==> config.mk <==
export PLATFORM = sky130hd
export DESIGN_NAME = multiplierTop
export DESIGN_NICKNAME = d
export VERILOG_FILES = /design/src/mulPkg.sv /design/src/mulPipeline.sv /design/src/multiplierTop.sv /design/src/pipeReg.sv /design/src/ppCompress.sv /design/src/resultFifo.sv /design/src/rowMerge.sv
export VERILOG_INCLUDE_DIRS = /design/src
export SDC_FILE = /design/constraint.sdc
export NUM_CORES = 1
export LEC_CHECK = 0
export BUFFER_PORTS_ARGS = -buffer_cell sky130_fd_sc_hd__clkbuf_2
export CAP_MARGIN = 0
export CORE_MARGIN = 10
export CORE_UTILIZATION = 40
export DETAILED_ROUTE_END_ITERATION = 6
export HOLD_SLACK_MARGIN = 0.12
export PLACE_DENSITY_LB_ADDON = 0.3
export RECOVER_POWER = 25
export SETUP_SLACK_MARGIN = 0.15
export SYNTH_ARGS = -nofsm -noshare
export SYNTH_HDL_FRONTEND = slang
export SYNTH_SLANG_ARGS = --single-unit
export TNS_END_PERCENT = 1
==> constraint.sdc <==
create_clock -name clk -period 15.9 [get_ports clk]
set_input_delay 1.59 -clock clk [delete_from_list [all_inputs] [get_ports clk]]
set_output_delay 1.59 -clock clk [all_outputs]
set_load 0.02 [all_outputs]
==> src/mul_macros.svh <==
//~~~~~~~~~~~~~~~~~~~~~~~~~~~~~~~~~~~~~~~~~~~~~~~~
// multiplier build constants
// operand width, row grouping and result buffering
//~~~~~~~~~~~~~~~~~~~~~~~~~~~~~~~~~~~~~~~~~~~~~~~~

`ifndef MUL_MACROS_SVH
`define MUL_MACROS_SVH

// operand width in bits
// rows are grouped in threes twice, so keep it a multiple of 9
`define MUL_WIDTH 18

// rows combined by one 3:2 compression
`define CSA_GROUP 3

// entries in the result FIFO, the presented head included
`define RESULT_FIFO_DEPTH 4

`endif

==> src/mulPkg.sv <==
//~~~~~~~~~~~~~~~~~~~~~~~~~~~~~~~~~~~~~~~~~~~~~~~~
// multiplier types
// operand pair, pipeline stage payloads and the
// full-width signed product
//~~~~~~~~~~~~~~~~~~~~~~~~~~~~~~~~~~~~~~~~~~~~~~~~

`default_nettype none

`include "mul_macros.svh"

package mulPkg;

	// three-row groups in the partial-product array
	localparam int groupCount = `MUL_WIDTH / `CSA_GROUP;

	// both operands of one multiply, two's complement
	typedef struct packed {
		logic signed [`MUL_WIDTH-1:0] multiplicand;
		logic signed [`MUL_WIDTH-1:0] multiplier;
	} operandPairT;

	// full product, never truncated
	typedef logic signed [2*`MUL_WIDTH-1:0] productT;

	// first stage payload
	// one row sum per group, each at its own group weight
	// three extra bits cover the x1, x2, x4 row weights plus the carry
	typedef struct packed {
		logic [groupCount-1:0][`MUL_WIDTH+2:0] rowSum;
	} groupSumsT;

	// second stage payload
	// redundant form, the product is sumRow + carryRow modulo 2^(2*width)
	typedef struct packed {
		logic [2*`MUL_WIDTH-1:0] sumRow;
		logic [2*`MUL_WIDTH-1:0] carryRow;
	} carrySaveT;

endpackage

`default_nettype wire

==> src/mulPipeline.sv <==
//~~~~~~~~~~~~~~~~~~~~~~~~~~~~~~~~~~~~~~~~~~~~~~~~
// multiplier pipeline
// compress, merge and final add behind three
// handshaked stage registers
//~~~~~~~~~~~~~~~~~~~~~~~~~~~~~~~~~~~~~~~~~~~~~~~~

`default_nettype none

module mulPipeline (
	input logic clk,
	input logic reset,
	input logic inValid,
	output logic inReady,
	input mulPkg::operandPairT inOperands,
	output logic outValid,
	input logic outReady,
	output mulPkg::productT outProduct
);

	import mulPkg::*;

	groupSumsT groupSumsIn;
	groupSumsT groupSumsReg;
	carrySaveT mergedIn;
	carrySaveT mergedReg;
	productT finalSum;
	logic groupValid;
	logic groupReady;
	logic mergeValid;
	logic mergeReady;

	// stage 1: array and first 3:2 level
	ppCompress ppCompress_inst (
		.operands(inOperands),
		.groupSums(groupSumsIn)
	);

	pipeReg #(.payloadT(groupSumsT)) groupReg_inst (
		.clk(clk),
		.reset(reset),
		.inValid(inValid),
		.inReady(inReady),
		.inData(groupSumsIn),
		.outValid(groupValid),
		.outReady(groupReady),
		.outData(groupSumsReg)
	);

	// stage 2: weighted group sums down to two rows
	rowMerge rowMerge_inst (
		.groupSums(groupSumsReg),
		.merged(mergedIn)
	);

	pipeReg #(.payloadT(carrySaveT)) mergeReg_inst (
		.clk(clk),
		.reset(reset),
		.inValid(groupValid),
		.inReady(groupReady),
		.inData(mergedIn),
		.outValid(mergeValid),
		.outReady(mergeReady),
		.outData(mergedReg)
	);

	// stage 3: carry-propagate add, wraps modulo 2^(2*width)
	assign finalSum = mergedReg.sumRow + mergedReg.carryRow;

	pipeReg #(.payloadT(productT)) productReg_inst (
		.clk(clk),
		.reset(reset),
		.inValid(mergeValid),
		.inReady(mergeReady),
		.inData(finalSum),
		.outValid(outValid),
		.outReady(outReady),
		.outData(outProduct)
	);

endmodule

`default_nettype wire

==> src/multiplierTop.sv <==
//~~~~~~~~~~~~~~~~~~~~~~~~~~~~~~~~~~~~~~~~~~~~~~~~
// pipelined signed multiplier top
// multiplier pipeline into the result FIFO
//~~~~~~~~~~~~~~~~~~~~~~~~~~~~~~~~~~~~~~~~~~~~~~~~

`default_nettype none

module multiplierTop (
	input logic clk,
	input logic reset,
	input logic inValid,
	output logic inReady,
	input mulPkg::operandPairT inOperands,
	output logic outValid,
	input logic outReady,
	output mulPkg::productT outProduct
);

	import mulPkg::*;

	// last pipeline stage to FIFO
	productT pipeProduct;
	logic pipeValid;
	logic pipeReady;

	mulPipeline mulPipeline_inst (
		.clk(clk),
		.reset(reset),
		.inValid(inValid),
		.inReady(inReady),
		.inOperands(inOperands),
		.outValid(pipeValid),
		.outReady(pipeReady),
		.outProduct(pipeProduct)
	);

	// absorbs results while the consumer holds outReady low
	resultFifo #(.payloadT(productT)) resultFifo_inst (
		.clk(clk),
		.reset(reset),
		.inValid(pipeValid),
		.inReady(pipeReady),
		.inData(pipeProduct),
		.outValid(outValid),
		.outReady(outReady),
		.outData(outProduct)
	);

endmodule

`default_nettype wire

==> src/pipeReg.sv <==
//~~~~~~~~~~~~~~~~~~~~~~~~~~~~~~~~~~~~~~~~~~~~~~~~
// pipeline stage register
// one item deep, valid/ready on both sides
//~~~~~~~~~~~~~~~~~~~~~~~~~~~~~~~~~~~~~~~~~~~~~~~~

`default_nettype none

module pipeReg #(
	parameter type payloadT = mulPkg::productT
) (
	input logic clk,
	input logic reset,
	input logic inValid,
	output logic inReady,
	input payloadT inData,
	output logic outValid,
	input logic outReady,
	output payloadT outData
);

	logic loadEn;

	// free when empty or when the held item leaves this cycle
	// a stall downstream ripples back through this term
	assign inReady = !outValid || outReady;
	assign loadEn = inValid && inReady;

	always_ff @(posedge clk) begin
		if (reset) begin
			outValid <= 1'b0;
		end else if (inReady) begin
			// empties itself when nothing new arrives
			outValid <= inValid;
		end
	end

	// payload only moves on an accepted transfer
	always_ff @(posedge clk) begin
		if (loadEn) begin
			outData <= inData;
		end
	end

endmodule

`default_nettype wire

==> src/ppCompress.sv <==
//~~~~~~~~~~~~~~~~~~~~~~~~~~~~~~~~~~~~~~~~~~~~~~~~
// partial-product array and first compression
// Baugh-Wooley rows, 3:2 per group of three rows,
// then one row sum per group
//~~~~~~~~~~~~~~~~~~~~~~~~~~~~~~~~~~~~~~~~~~~~~~~~

`default_nettype none

`include "mul_macros.svh"

module ppCompress (
	input mulPkg::operandPairT operands,
	output mulPkg::groupSumsT groupSums
);

	import mulPkg::*;

	localparam int width = `MUL_WIDTH;

	// row r has weight 2^r and is gated by multiplicand bit r
	logic [width-1:0] ppRows [width];

	always_comb begin
		for (int r = 0; r < width; r++) begin
			ppRows[r][width-2:0] = {(width-1){operands.multiplicand[r]}}
				& operands.multiplier[width-2:0];
			// sign column term goes in inverted
			ppRows[r][width-1] = ~(operands.multiplicand[r] & operands.multiplier[width-1]);
		end
		// last row: sign times sign stays true, its low terms are inverted instead
		ppRows[width-1][width-1] = operands.multiplicand[width-1] & operands.multiplier[width-1];
		ppRows[width-1][width-2:0] = ~ppRows[width-1][width-2:0];
	end

	for (genvar g = 0; g < groupCount; g++) begin : rowGroup
		localparam int base = `CSA_GROUP * g;
		// correction one at weight 2^width, only group zero has room for it
		localparam logic leadOne = (g == 0);

		logic [width-1:0] a;
		logic [width-1:0] b;
		logic [width-1:0] c;
		logic [width+1:0] partSum;
		logic [width-1:0] partCarry;

		// align the three rows on weight base+1
		// LSB of the first row and MSB of the third cannot carry
		assign a = {leadOne, ppRows[base][width-1:1]};
		assign b = ppRows[base+1];
		assign c = {ppRows[base+2][width-2:0], 1'b0};

		assign partSum[0] = ppRows[base][0];
		assign partSum[width:1] = a ^ b ^ c;
		assign partSum[width+1] = ppRows[base+2][width-1];
		// carry bit k sits at weight k+2
		assign partCarry = (a & b) | (a & c) | (b & c);

		// two low bits pass straight, the rest resolves with one extra carry bit
		assign groupSums.rowSum[g] = {
			{1'b0, partSum[width+1:2]} + {1'b0, partCarry},
			partSum[1:0]
		};
	end

endmodule

`default_nettype wire

==> src/resultFifo.sv <==
//~~~~~~~~~~~~~~~~~~~~~~~~~~~~~~~~~~~~~~~~~~~~~~~~
// result FIFO
// circular buffer with a registered head output
//~~~~~~~~~~~~~~~~~~~~~~~~~~~~~~~~~~~~~~~~~~~~~~~~

`default_nettype none

`include "mul_macros.svh"

module resultFifo #(
	parameter type payloadT = mulPkg::productT
) (
	input logic clk,
	input logic reset,
	input logic inValid,
	output logic inReady,
	input payloadT inData,
	output logic outValid,
	input logic outReady,
	output payloadT outData
);

	localparam int depth = `RESULT_FIFO_DEPTH;
	localparam int ptrWidth = (depth > 1) ? $clog2(depth) : 1;
	localparam int countWidth = $clog2(depth + 1);

	payloadT mem [depth];
	logic [ptrWidth-1:0] wrPtr;
	logic [ptrWidth-1:0] rdPtr;
	logic [ptrWidth-1:0] loadAddr;
	// entries held, the one on the output included
	logic [countWidth-1:0] count;
	logic push;
	logic pop;
	logic loadOut;

	function automatic logic [ptrWidth-1:0] nextPtr(input logic [ptrWidth-1:0] ptr);
		return (ptr == ptrWidth'(depth - 1)) ? '0 : ptr + 1'b1;
	endfunction

	assign pop = outValid && outReady;
	// a full buffer still takes a write while its head leaves
	assign inReady = (count != countWidth'(depth)) || pop;
	assign push = inValid && inReady;

	// head leaving: fetch the entry behind it if there is one
	// idle output: fetch the head once it is in storage
	assign loadAddr = pop ? nextPtr(rdPtr) : rdPtr;
	assign loadOut = pop ? (count > countWidth'(1)) : (!outValid && count != '0);

	always_ff @(posedge clk) begin
		if (push) begin
			mem[wrPtr] <= inData;
		end
		if (loadOut) begin
			outData <= mem[loadAddr];
		end
	end

	always_ff @(posedge clk) begin
		if (reset) begin
			wrPtr <= '0;
			rdPtr <= '0;
			count <= '0;
			outValid <= 1'b0;
		end else begin
			if (push) begin
				wrPtr <= nextPtr(wrPtr);
			end
			if (pop) begin
				rdPtr <= nextPtr(rdPtr);
			end
			case ({push, pop})
				2'b10: count <= count + 1'b1;
				2'b01: count <= count - 1'b1;
				default: count <= count;
			endcase
			if (!outValid || pop) begin
				outValid <= loadOut;
			end
		end
	end

endmodule

`default_nettype wire

==> src/rowMerge.sv <==
//~~~~~~~~~~~~~~~~~~~~~~~~~~~~~~~~~~~~~~~~~~~~~~~~
// second carry-save level
// folds the weighted group sums to a sum row and
// a carry row
//~~~~~~~~~~~~~~~~~~~~~~~~~~~~~~~~~~~~~~~~~~~~~~~~

`default_nettype none

`include "mul_macros.svh"

module rowMerge (
	input mulPkg::groupSumsT groupSums,
	output mulPkg::carrySaveT merged
);

	import mulPkg::*;

	localparam int prodWidth = 2 * `MUL_WIDTH;
	localparam int tripleCount = groupCount / `CSA_GROUP;
	// second leading one of the array, at the product MSB
	localparam logic [prodWidth-1:0] correction = {1'b1, {(prodWidth-1){1'b0}}};

	// each group sum at its weight, three bits per group
	logic [prodWidth-1:0] placed [groupCount];

	// 3:2 at full product width, carries past the MSB fall off
	function automatic carrySaveT csa(
		input logic [prodWidth-1:0] a,
		input logic [prodWidth-1:0] b,
		input logic [prodWidth-1:0] c
	);
		carrySaveT res;
		res.sumRow = a ^ b ^ c;
		res.carryRow = ((a & b) | (a & c) | (b & c)) << 1;
		return res;
	endfunction

	always_comb begin
		for (int g = 0; g < groupCount; g++) begin
			placed[g] = prodWidth'(groupSums.rowSum[g]) << (`CSA_GROUP * g);
		end
	end

	always_comb begin
		carrySaveT acc;
		// first triple starts the accumulator
		acc = csa(placed[0], placed[1], placed[2]);
		// every further triple compresses to two rows and folds in one at a time
		for (int t = 1; t < tripleCount; t++) begin : tripleFold
			carrySaveT part;
			part = csa(placed[`CSA_GROUP*t], placed[`CSA_GROUP*t+1], placed[`CSA_GROUP*t+2]);
			acc = csa(acc.sumRow, acc.carryRow, part.sumRow);
			acc = csa(acc.sumRow, acc.carryRow, part.carryRow);
		end
		merged.sumRow = acc.sumRow;
		// adding the MSB one modulo 2^prodWidth is a flip of that bit
		merged.carryRow = acc.carryRow ^ correction;
	end

endmodule

`default_nettype wire

## Word-level counts from Yosys, hierarchy flattened

Memory sizes are Yosys's and may differ from the RTL's. A register that Yosys moved wholly into a read port is not among the register bits.
Cells that the tools add are included.

| storage, ports and cells | value |
|---|---|
| memories kept | 1 |
| RAM bits | 144 |
| input port bits | 40 |
| flip-flop bits (word level) | 244 |
| output and inout port bits | 38 |
| word-level logic and storage cells | 183 |

| cells by class | value |
|---|---|
| equality and inequality tests | 5 |
| muxes and demuxes | 7 |
| bitwise operators | 125 |
| add/sub/neg operators | 11 |
| reduce and logical (&&, ||, !) cells | 17 |
| $lt $le $gt $ge | 1 |

Memory list:

| memory | depth | bits a word | rd ports | clocked after memory_dff | write ports | line | RTL |
|---|---|---|---|---|---|---|---|
| resultFifo_inst.mem | 4 | 36 | 1 | 1 | 1 | resultFifo.sv:27 | `payloadT mem [depth];` |

Operators with widths:

| operator | number |
|---|---|
| AND 17 bit | 18 |
| OR 18 bit | 12 |
| AND 17 x 18 -> 18 bit | 10 |
| AND 18 bit | 8 |
| OR 35 bit | 4 |
| XOR 18 bit | 7 |
| adder 18 x 18 -> 19 bit | 6 |
| AND 35 bit | 3 |
| XOR 17 x 18 -> 18 bit | 5 |
| XOR 36 bit | 2 |
| adder 36 bit | 1 |
| XOR 28 x 36 -> 36 bit | 1 |
| XOR 33 x 36 -> 36 bit | 1 |
| AND 27 x 35 -> 35 bit | 1 |
| AND 28 x 35 -> 35 bit | 1 |
| AND 30 x 35 -> 35 bit | 1 |
| AND 33 x 35 -> 35 bit | 1 |
| OR 28 x 35 -> 35 bit | 1 |
| OR 33 x 35 -> 35 bit | 1 |
| AND 30 x 33 -> 33 bit | 1 |
| XOR 30 x 33 -> 33 bit | 1 |
| AND 27 x 28 -> 28 bit | 1 |
| XOR 27 x 28 -> 28 bit | 1 |
| AND 21 x 27 -> 27 bit | 1 |
| 24 further kinds | 77 |

## Depth between registers and ports, before layout

| depth | value |
|---|---|
| word-level depth | 10 |
| depth in mapped cells | 15 |
| gate-level depth less buffers | 14 |

## Cells and area by module

From an unflattened synthesis, not the netlist that was laid out.

| second synthesis, totals | value |
|---|---|
| cells, all modules | 2,122 |
| area, all modules | 27,025.9 um^2 |

By module, submodules not included:

| module | instances | seq. area each (um^2) | area an instance (um^2) | cells each |
|---|---|---|---|---|
| ppCompress | 1 | 0.0 | 8,979.9 | 1,139 |
| resultFifo | 1 | 5,565.3 | 6,847.8 | 284 |
| pipeReg at mulPipeline_inst.groupReg_inst | 1 | 3,803.6 | 3,838.7 | 131 |
| pipeReg at mulPipeline_inst.mergeReg_inst | 1 | 2,182.1 | 2,217.1 | 77 |
| mulPipeline | 1 | 0.0 | 2,094.5 | 294 |
| rowMerge | 1 | 0.0 | 1,911.8 | 156 |
| pipeReg at mulPipeline_inst.productReg_inst | 1 | 1,101.1 | 1,136.1 | 41 |

## Worst setup path before layout

No wires, ideal clock.

| timing | value |
|---|---|
| path type | in2reg |
| from | input port outReady |
| to | register mulPipeline_inst.groupReg_inst.outData[0] in the netlist's numbering, enable pin |
| data arrival time | 8.302 ns |
| path buffers | 0 |
| library setup time | 0.686 ns |
| stages | 4 |
| required time | 15.214 ns |
| setup slack | 6.912 ns |
| cells stage by stage | nand2_1 > nand3_1 > nor2_1 > a31oi_1 |

| on the way | value |
|---|---|
| cells in the longest elaborated chain, start to end | 6 |

RTL lines:

| item | line | RTL |
|---|---|---|
| from (decl) | multiplierTop.sv:15 | `input logic outReady,` |
| logical AND 1 bit | resultFifo.sv:41 | `assign pop = outValid && outReady;` |
| logical OR 1 bit | resultFifo.sv:43 | `assign inReady = (count != countWidth'(depth)) \|\| pop;` |
| logical OR 1 bit (3 in series) | pipeReg.sv:25 | `assign inReady = !outValid \|\| outReady;` |
| logical AND 1 bit | pipeReg.sv:26 | `assign loadEn = inValid && inReady;` |
| via mulPipeline_inst.groupReg_inst.loadEn | pipeReg.sv:21 | `logic loadEn;` |
| to (signal assigned) | pipeReg.sv:40 | `outData <= inData;` |
| to (decl) | pipeReg.sv:18 | `output payloadT outData` |

The timed path passes the listed nets, and every way through them passes these cells.
A chain may end at the register's enable or synchronous reset.

==> results by stage <==
Pwr:
- The proportion of power drawn by flip-flops and latches is 39.0%.
- In this run the static leakage power is 11.56 nW.
- Of the total power, combinational logic draws 34.0%.
- For this design the ratio of total power to cell area is 143.2 mW/mm^2.
- The switching component of the power is 1.369 mW.
- The switching portion of total power is 32.93%.
- The total power consumption of the routed design is 4.157 mW.
- The part of the total power dissipated in the clock network is 27.1%.
- The worst-case IR drop observed on VDD is 0.00008007 V.
- Internal power comes to 2.788 mW.

Routing:
- The routed wire length is 56.14 mm.
- The iteration count of the initial detailed-routing pass is 5.
- The violation count after the first detailed-route iteration is 895.
- Dividing the detail-routed via count by the number of cells gives 5.239.
- The length of routed met3 wiring is 2.939 mm.
- The routed length per instance is 18.09 microns.
- The count of nets left with antenna violations after detail routing is 0.
- In the routed design, unresolved DRC markers number 0.
- The count of vias placed by the detailed router is 16,260.
- The met2 wire length is 26.13 mm.
- The detailed router used layers up to and including met5.
- After detailed routing, the wire length on met1 is 25.50 mm.

Layout:
- The post-route core utilization is 45.03%.
- The layout filler cell count is 5,906.
- Summing all non-filler instances in the final layout gives an area of 0.02903 sq mm.
- The top cell types in the final layout, fill and taps aside, are 407 x edfxtp_1, 317 x and2_1, 192 x ha_1.
- 0 antenna diodes ended up in the layout.
- Of the cells placed in the final design, the portion with a size suffix greater than 1 is 7.963%.
- The final net count is 2,608.
- The library cell used most frequently in the layout, excluding fill and tap cells, is edfxtp_1.
- The area growth from synthesis to layout is 11.28%.

Synth:
- In the synthesized netlist, the number of instances is 2,149.
- The number of flops mapped to enable cells by yosys is 407.
- The mean instance size in the synthesized netlist is 12.14 sq um.
- Sequential cells were found to cover 47.70% of the synthesized design area.
- The cell area after synthesis is 0.02609 sq mm.
- The netlist uses 63 different library cells.
- In the synthesized netlist the dominant register cell turns out to be edfxtp_1.
- For this run, the number of Yosys warnings is 0.
- In this run, synthesis produced a sequential element count of 418.
- The net count after synthesis is 2,545.
- The post-synthesis async set-or-reset flop share is 0%.

Die:
- The die is 275.4 microns wide.
- During I/O placement, the number of pins put on the boundary was 78.
- The die span in y is 275.4 microns.
- Once the floorplan was initialized, standard cells occupied 40.46% of the core.
- The core region is 0.06446 sq mm.
- The die covers 0.07583 sq mm.
- The number of cell rows is 93.

Place:
- At the end of routability-driven placement, the weighted congestion stood at 0.8710.
- The HPWL after detailed placement is 41.35 mm.
- The total cell area at the placement stage is 0.02741 sq mm.
- Port buffering added 77 buffers.

STA:
- The final number of hold-violating endpoints came to 0.
- The share of the clock period used by the worst path is 30.51%.
- Setup violations remaining at the end of the flow were counted as 0.
- The worst-margin pin slew is 0.9815 ns.
- The max-slew violation total from the final report came to 0.
- The normalized max-slew margin is 34.43%.
- For the final database, setup skew stands at 0.01733 ns.
- Setup repair after global routing left no endpoint under its margin.
- The maximum clock frequency is 206.1 MHz.
- Adding up every negative setup slack in the final design gives 0 ns.
- The routed design could run at a clock period as short as 4.852 ns.

Worst setup path:
- STA puts the critical path data arrival time at 5.27 ns.
- STA puts the critical path data required time at 16.32 ns.
- The delay contributed by the slowest stage of the critical path is 0.71 ns.
- The slowest stage of the critical path belongs to the cell clkbuf_1.
- Along the worst path, the maximum fanout reaches 18.
- The signal on the critical path passes through clkbuf_1 -> and2_1 -> fa_1 -> ha_1 -> inv_1 -> fa_1 -> nor2b_4 -> o31a_1 -> o221a_2 -> nor2_4 -> a21oi_2 -> a221o_1 -> or4_1 -> nand4_1.
- The sort of element at the end of the critical path is a flop.
- The cell occurring most often along the worst timing path is fa_1.
- The number of buffers and inverters on the critical path is 2.
- The dominant delay contributor by cell family on the critical path is compound AO/OA/AOI/OAI gates.
- The category of the most critical setup path is input port to flop.
- STA classifies the critical path startpoint as an input port.

Min path:
- The kind of path behind the tightest hold check is flop to flop.

Global route:
- The wire length of the first global-routing pass is 89.34 mm.
- The pin count of the biggest net entering global routing is 75.
- The number of global-route vias before repair is 16,610.
- Global routing used 14.80% of the available tracks.
- The initial antenna violation count came to 9.
- The remaining global-route overflow is 0.

CTS:
- The CTS tree is built.
- Buffers inserted to repair hold after CTS numbered 0.
- The clock slew seen by the registers of the worst setup and hold paths is 0.06 ns.
- In this run the number of H-tree levels came out at 2.
- The number of gates given a new drive strength after cts is 0.
- The buffers inserted during post-CTS setup optimization is 0.
- The maximum clock path buffer count is 3.
- The clock drives 418 sinks.
- TritonCTS created 46 clock buffers.
- CTS placed an instance of clkbuf_16 at the clock tree root.
- The insertion delay to the later sink of the worst-skew pair is 0.57 ns.

Outcome:
- The run finished with clean final reports.

Flow run:
- The max-cap violation count is 0.
synth_stat cells (all sizes together) (4+ instances only):
cell type  count  area [sq um]
a211oi        48         360.4
or3            7         43.79
a21boi         5         37.53
o21ai         61         305.3
dfxtp         11         220.2
nand4         17         106.4
o311ai         4         35.03
edfxtp       407         12220
a31oi         50         312.8
nand3         20         100.1
nand2b        20         125.1
a21o          49         367.9
fa           164          3283
ha           192          2402
xnor2         90         788.3
and2         329          2061
inv          103         386.6
a21oi        111         559.3
nand2        152         570.6
o31ai          8         65.06
a221o          4         40.04
o21a          22         165.2
and3          13         81.33
clkbuf        69         259.0
o21bai         8         60.06
o211ai         7         52.55
buf            4         16.26
nor2b         19         126.4
nor3          12         60.06
nor2          78         300.3
a2111oi        6         58.80
xor2          24         210.2
metal layers:
layer	track usage [%]	vias up
met5	0	-
met4	4.429	10
met3	2.839	88
met2	24.26	338
met1	19.69	8050
li1	-	7771
stage by stage:
step | hold WS [ns] | worst slack, ns | instances
after floorplan | 0.4003 | 6.912 | 2149
after global placement | 0.4071 | 10.86 | 3019
after detailed placement | 0.4062 | 10.80 | 3019
after CTS | 0.4072 | 11.10 | 3103
after global routing | 0.4197 | 10.82 | 3103
final | 0.4118 | 11.05 | 3103
logic make-up (layout without fill, tap and decap cells):
kind of cell             Yosys count  count (layout)  synth area share [%]
AO/OA/AOI/OAI                    407             407                 10.09
buffers and inverters            176             275                 2.537
XOR/XNOR                         114             114                 3.828
flip-flops                       418             418                 47.70
AND/OR/NAND/NOR                  675             675                 13.93
multiplexers                       3               3                0.1199
adder cells (fa/ha/maj)          356             356                 21.80
flip-flops by register name, indices dropped and copies added (netlist names):
name,cells
mulPipeline_inst.productReg_inst.outData,36
mulPipeline_inst.productReg_inst.outValid,1
mulPipeline_inst.mergeReg_inst.outValid,1
resultFifo_inst.wrPtr,2
resultFifo_inst.mem,144
mulPipeline_inst.groupReg_inst.outValid,1
resultFifo_inst.outValid,1
mulPipeline_inst.mergeReg_inst.outData,65
mulPipeline_inst.groupReg_inst.outData,126
resultFifo_inst.count,3
resultFifo_inst.outData,36
resultFifo_inst.rdPtr,2
worst reg2reg max path, stage by stage, from the launching register on:
cell and delay [ns]:
dfxtp_1 0.40, inv_1 0.10, ha_1 0.23, nand3_1 0.20, nor2_1 0.21, a31oi_4 0.23
buf_4 0.57, buf_4 0.89
power by group through the flow:
stage          Sequential [mW]  Combinational, mW  Clock (mW)
4_1_cts                   1.62               1.43        1.16
5_1_grt                   1.64               1.60        1.21
2_1_floorplan             1.69              0.949           0
6_report                  1.62               1.41        1.13
3_5_place_dp              1.65               1.42           0
3_3_place_gp              1.64               1.37           0
area by class of cell:
class | count | area (sq um) | area share [%]
Timing Repair Buffer | 88 | 465.4 | 1.603
Tap cell | 855 | 1070 | 3.685
Multi-Input combinational cell | 1555 | 13050 | 44.94
Clock inverter | 31 | 421.7 | 1.453
Sequential cell | 418 | 12440 | 42.86
Inverter | 103 | 386.6 | 1.332
Clock buffer | 53 | 1197 | 4.125
worst paths after layout:
check,from,endpoint,slack [ns],depth (start not counted)
hold / removal,mulPipeline_inst.mergeReg_inst.outData[40]$_DFFE_PP_,mulPipeline_inst.productReg_inst.outData[4]$_DFFE_PP_,0.41,0
hold reg to reg,mulPipeline_inst.mergeReg_inst.outData[40]$_DFFE_PP_,mulPipeline_inst.productReg_inst.outData[4]$_DFFE_PP_,0.41,0
setup / recovery,inOperands[0],mulPipeline_inst.groupReg_inst.outData[18]$_DFFE_PP_,11.05,14
setup reg to reg,resultFifo_inst.count[0]$_SDFFE_PP0P_,mulPipeline_inst.groupReg_inst.outData[22]$_DFFE_PP_,12.62,7
No activity file was read; power rests on OpenSTA's default activity.
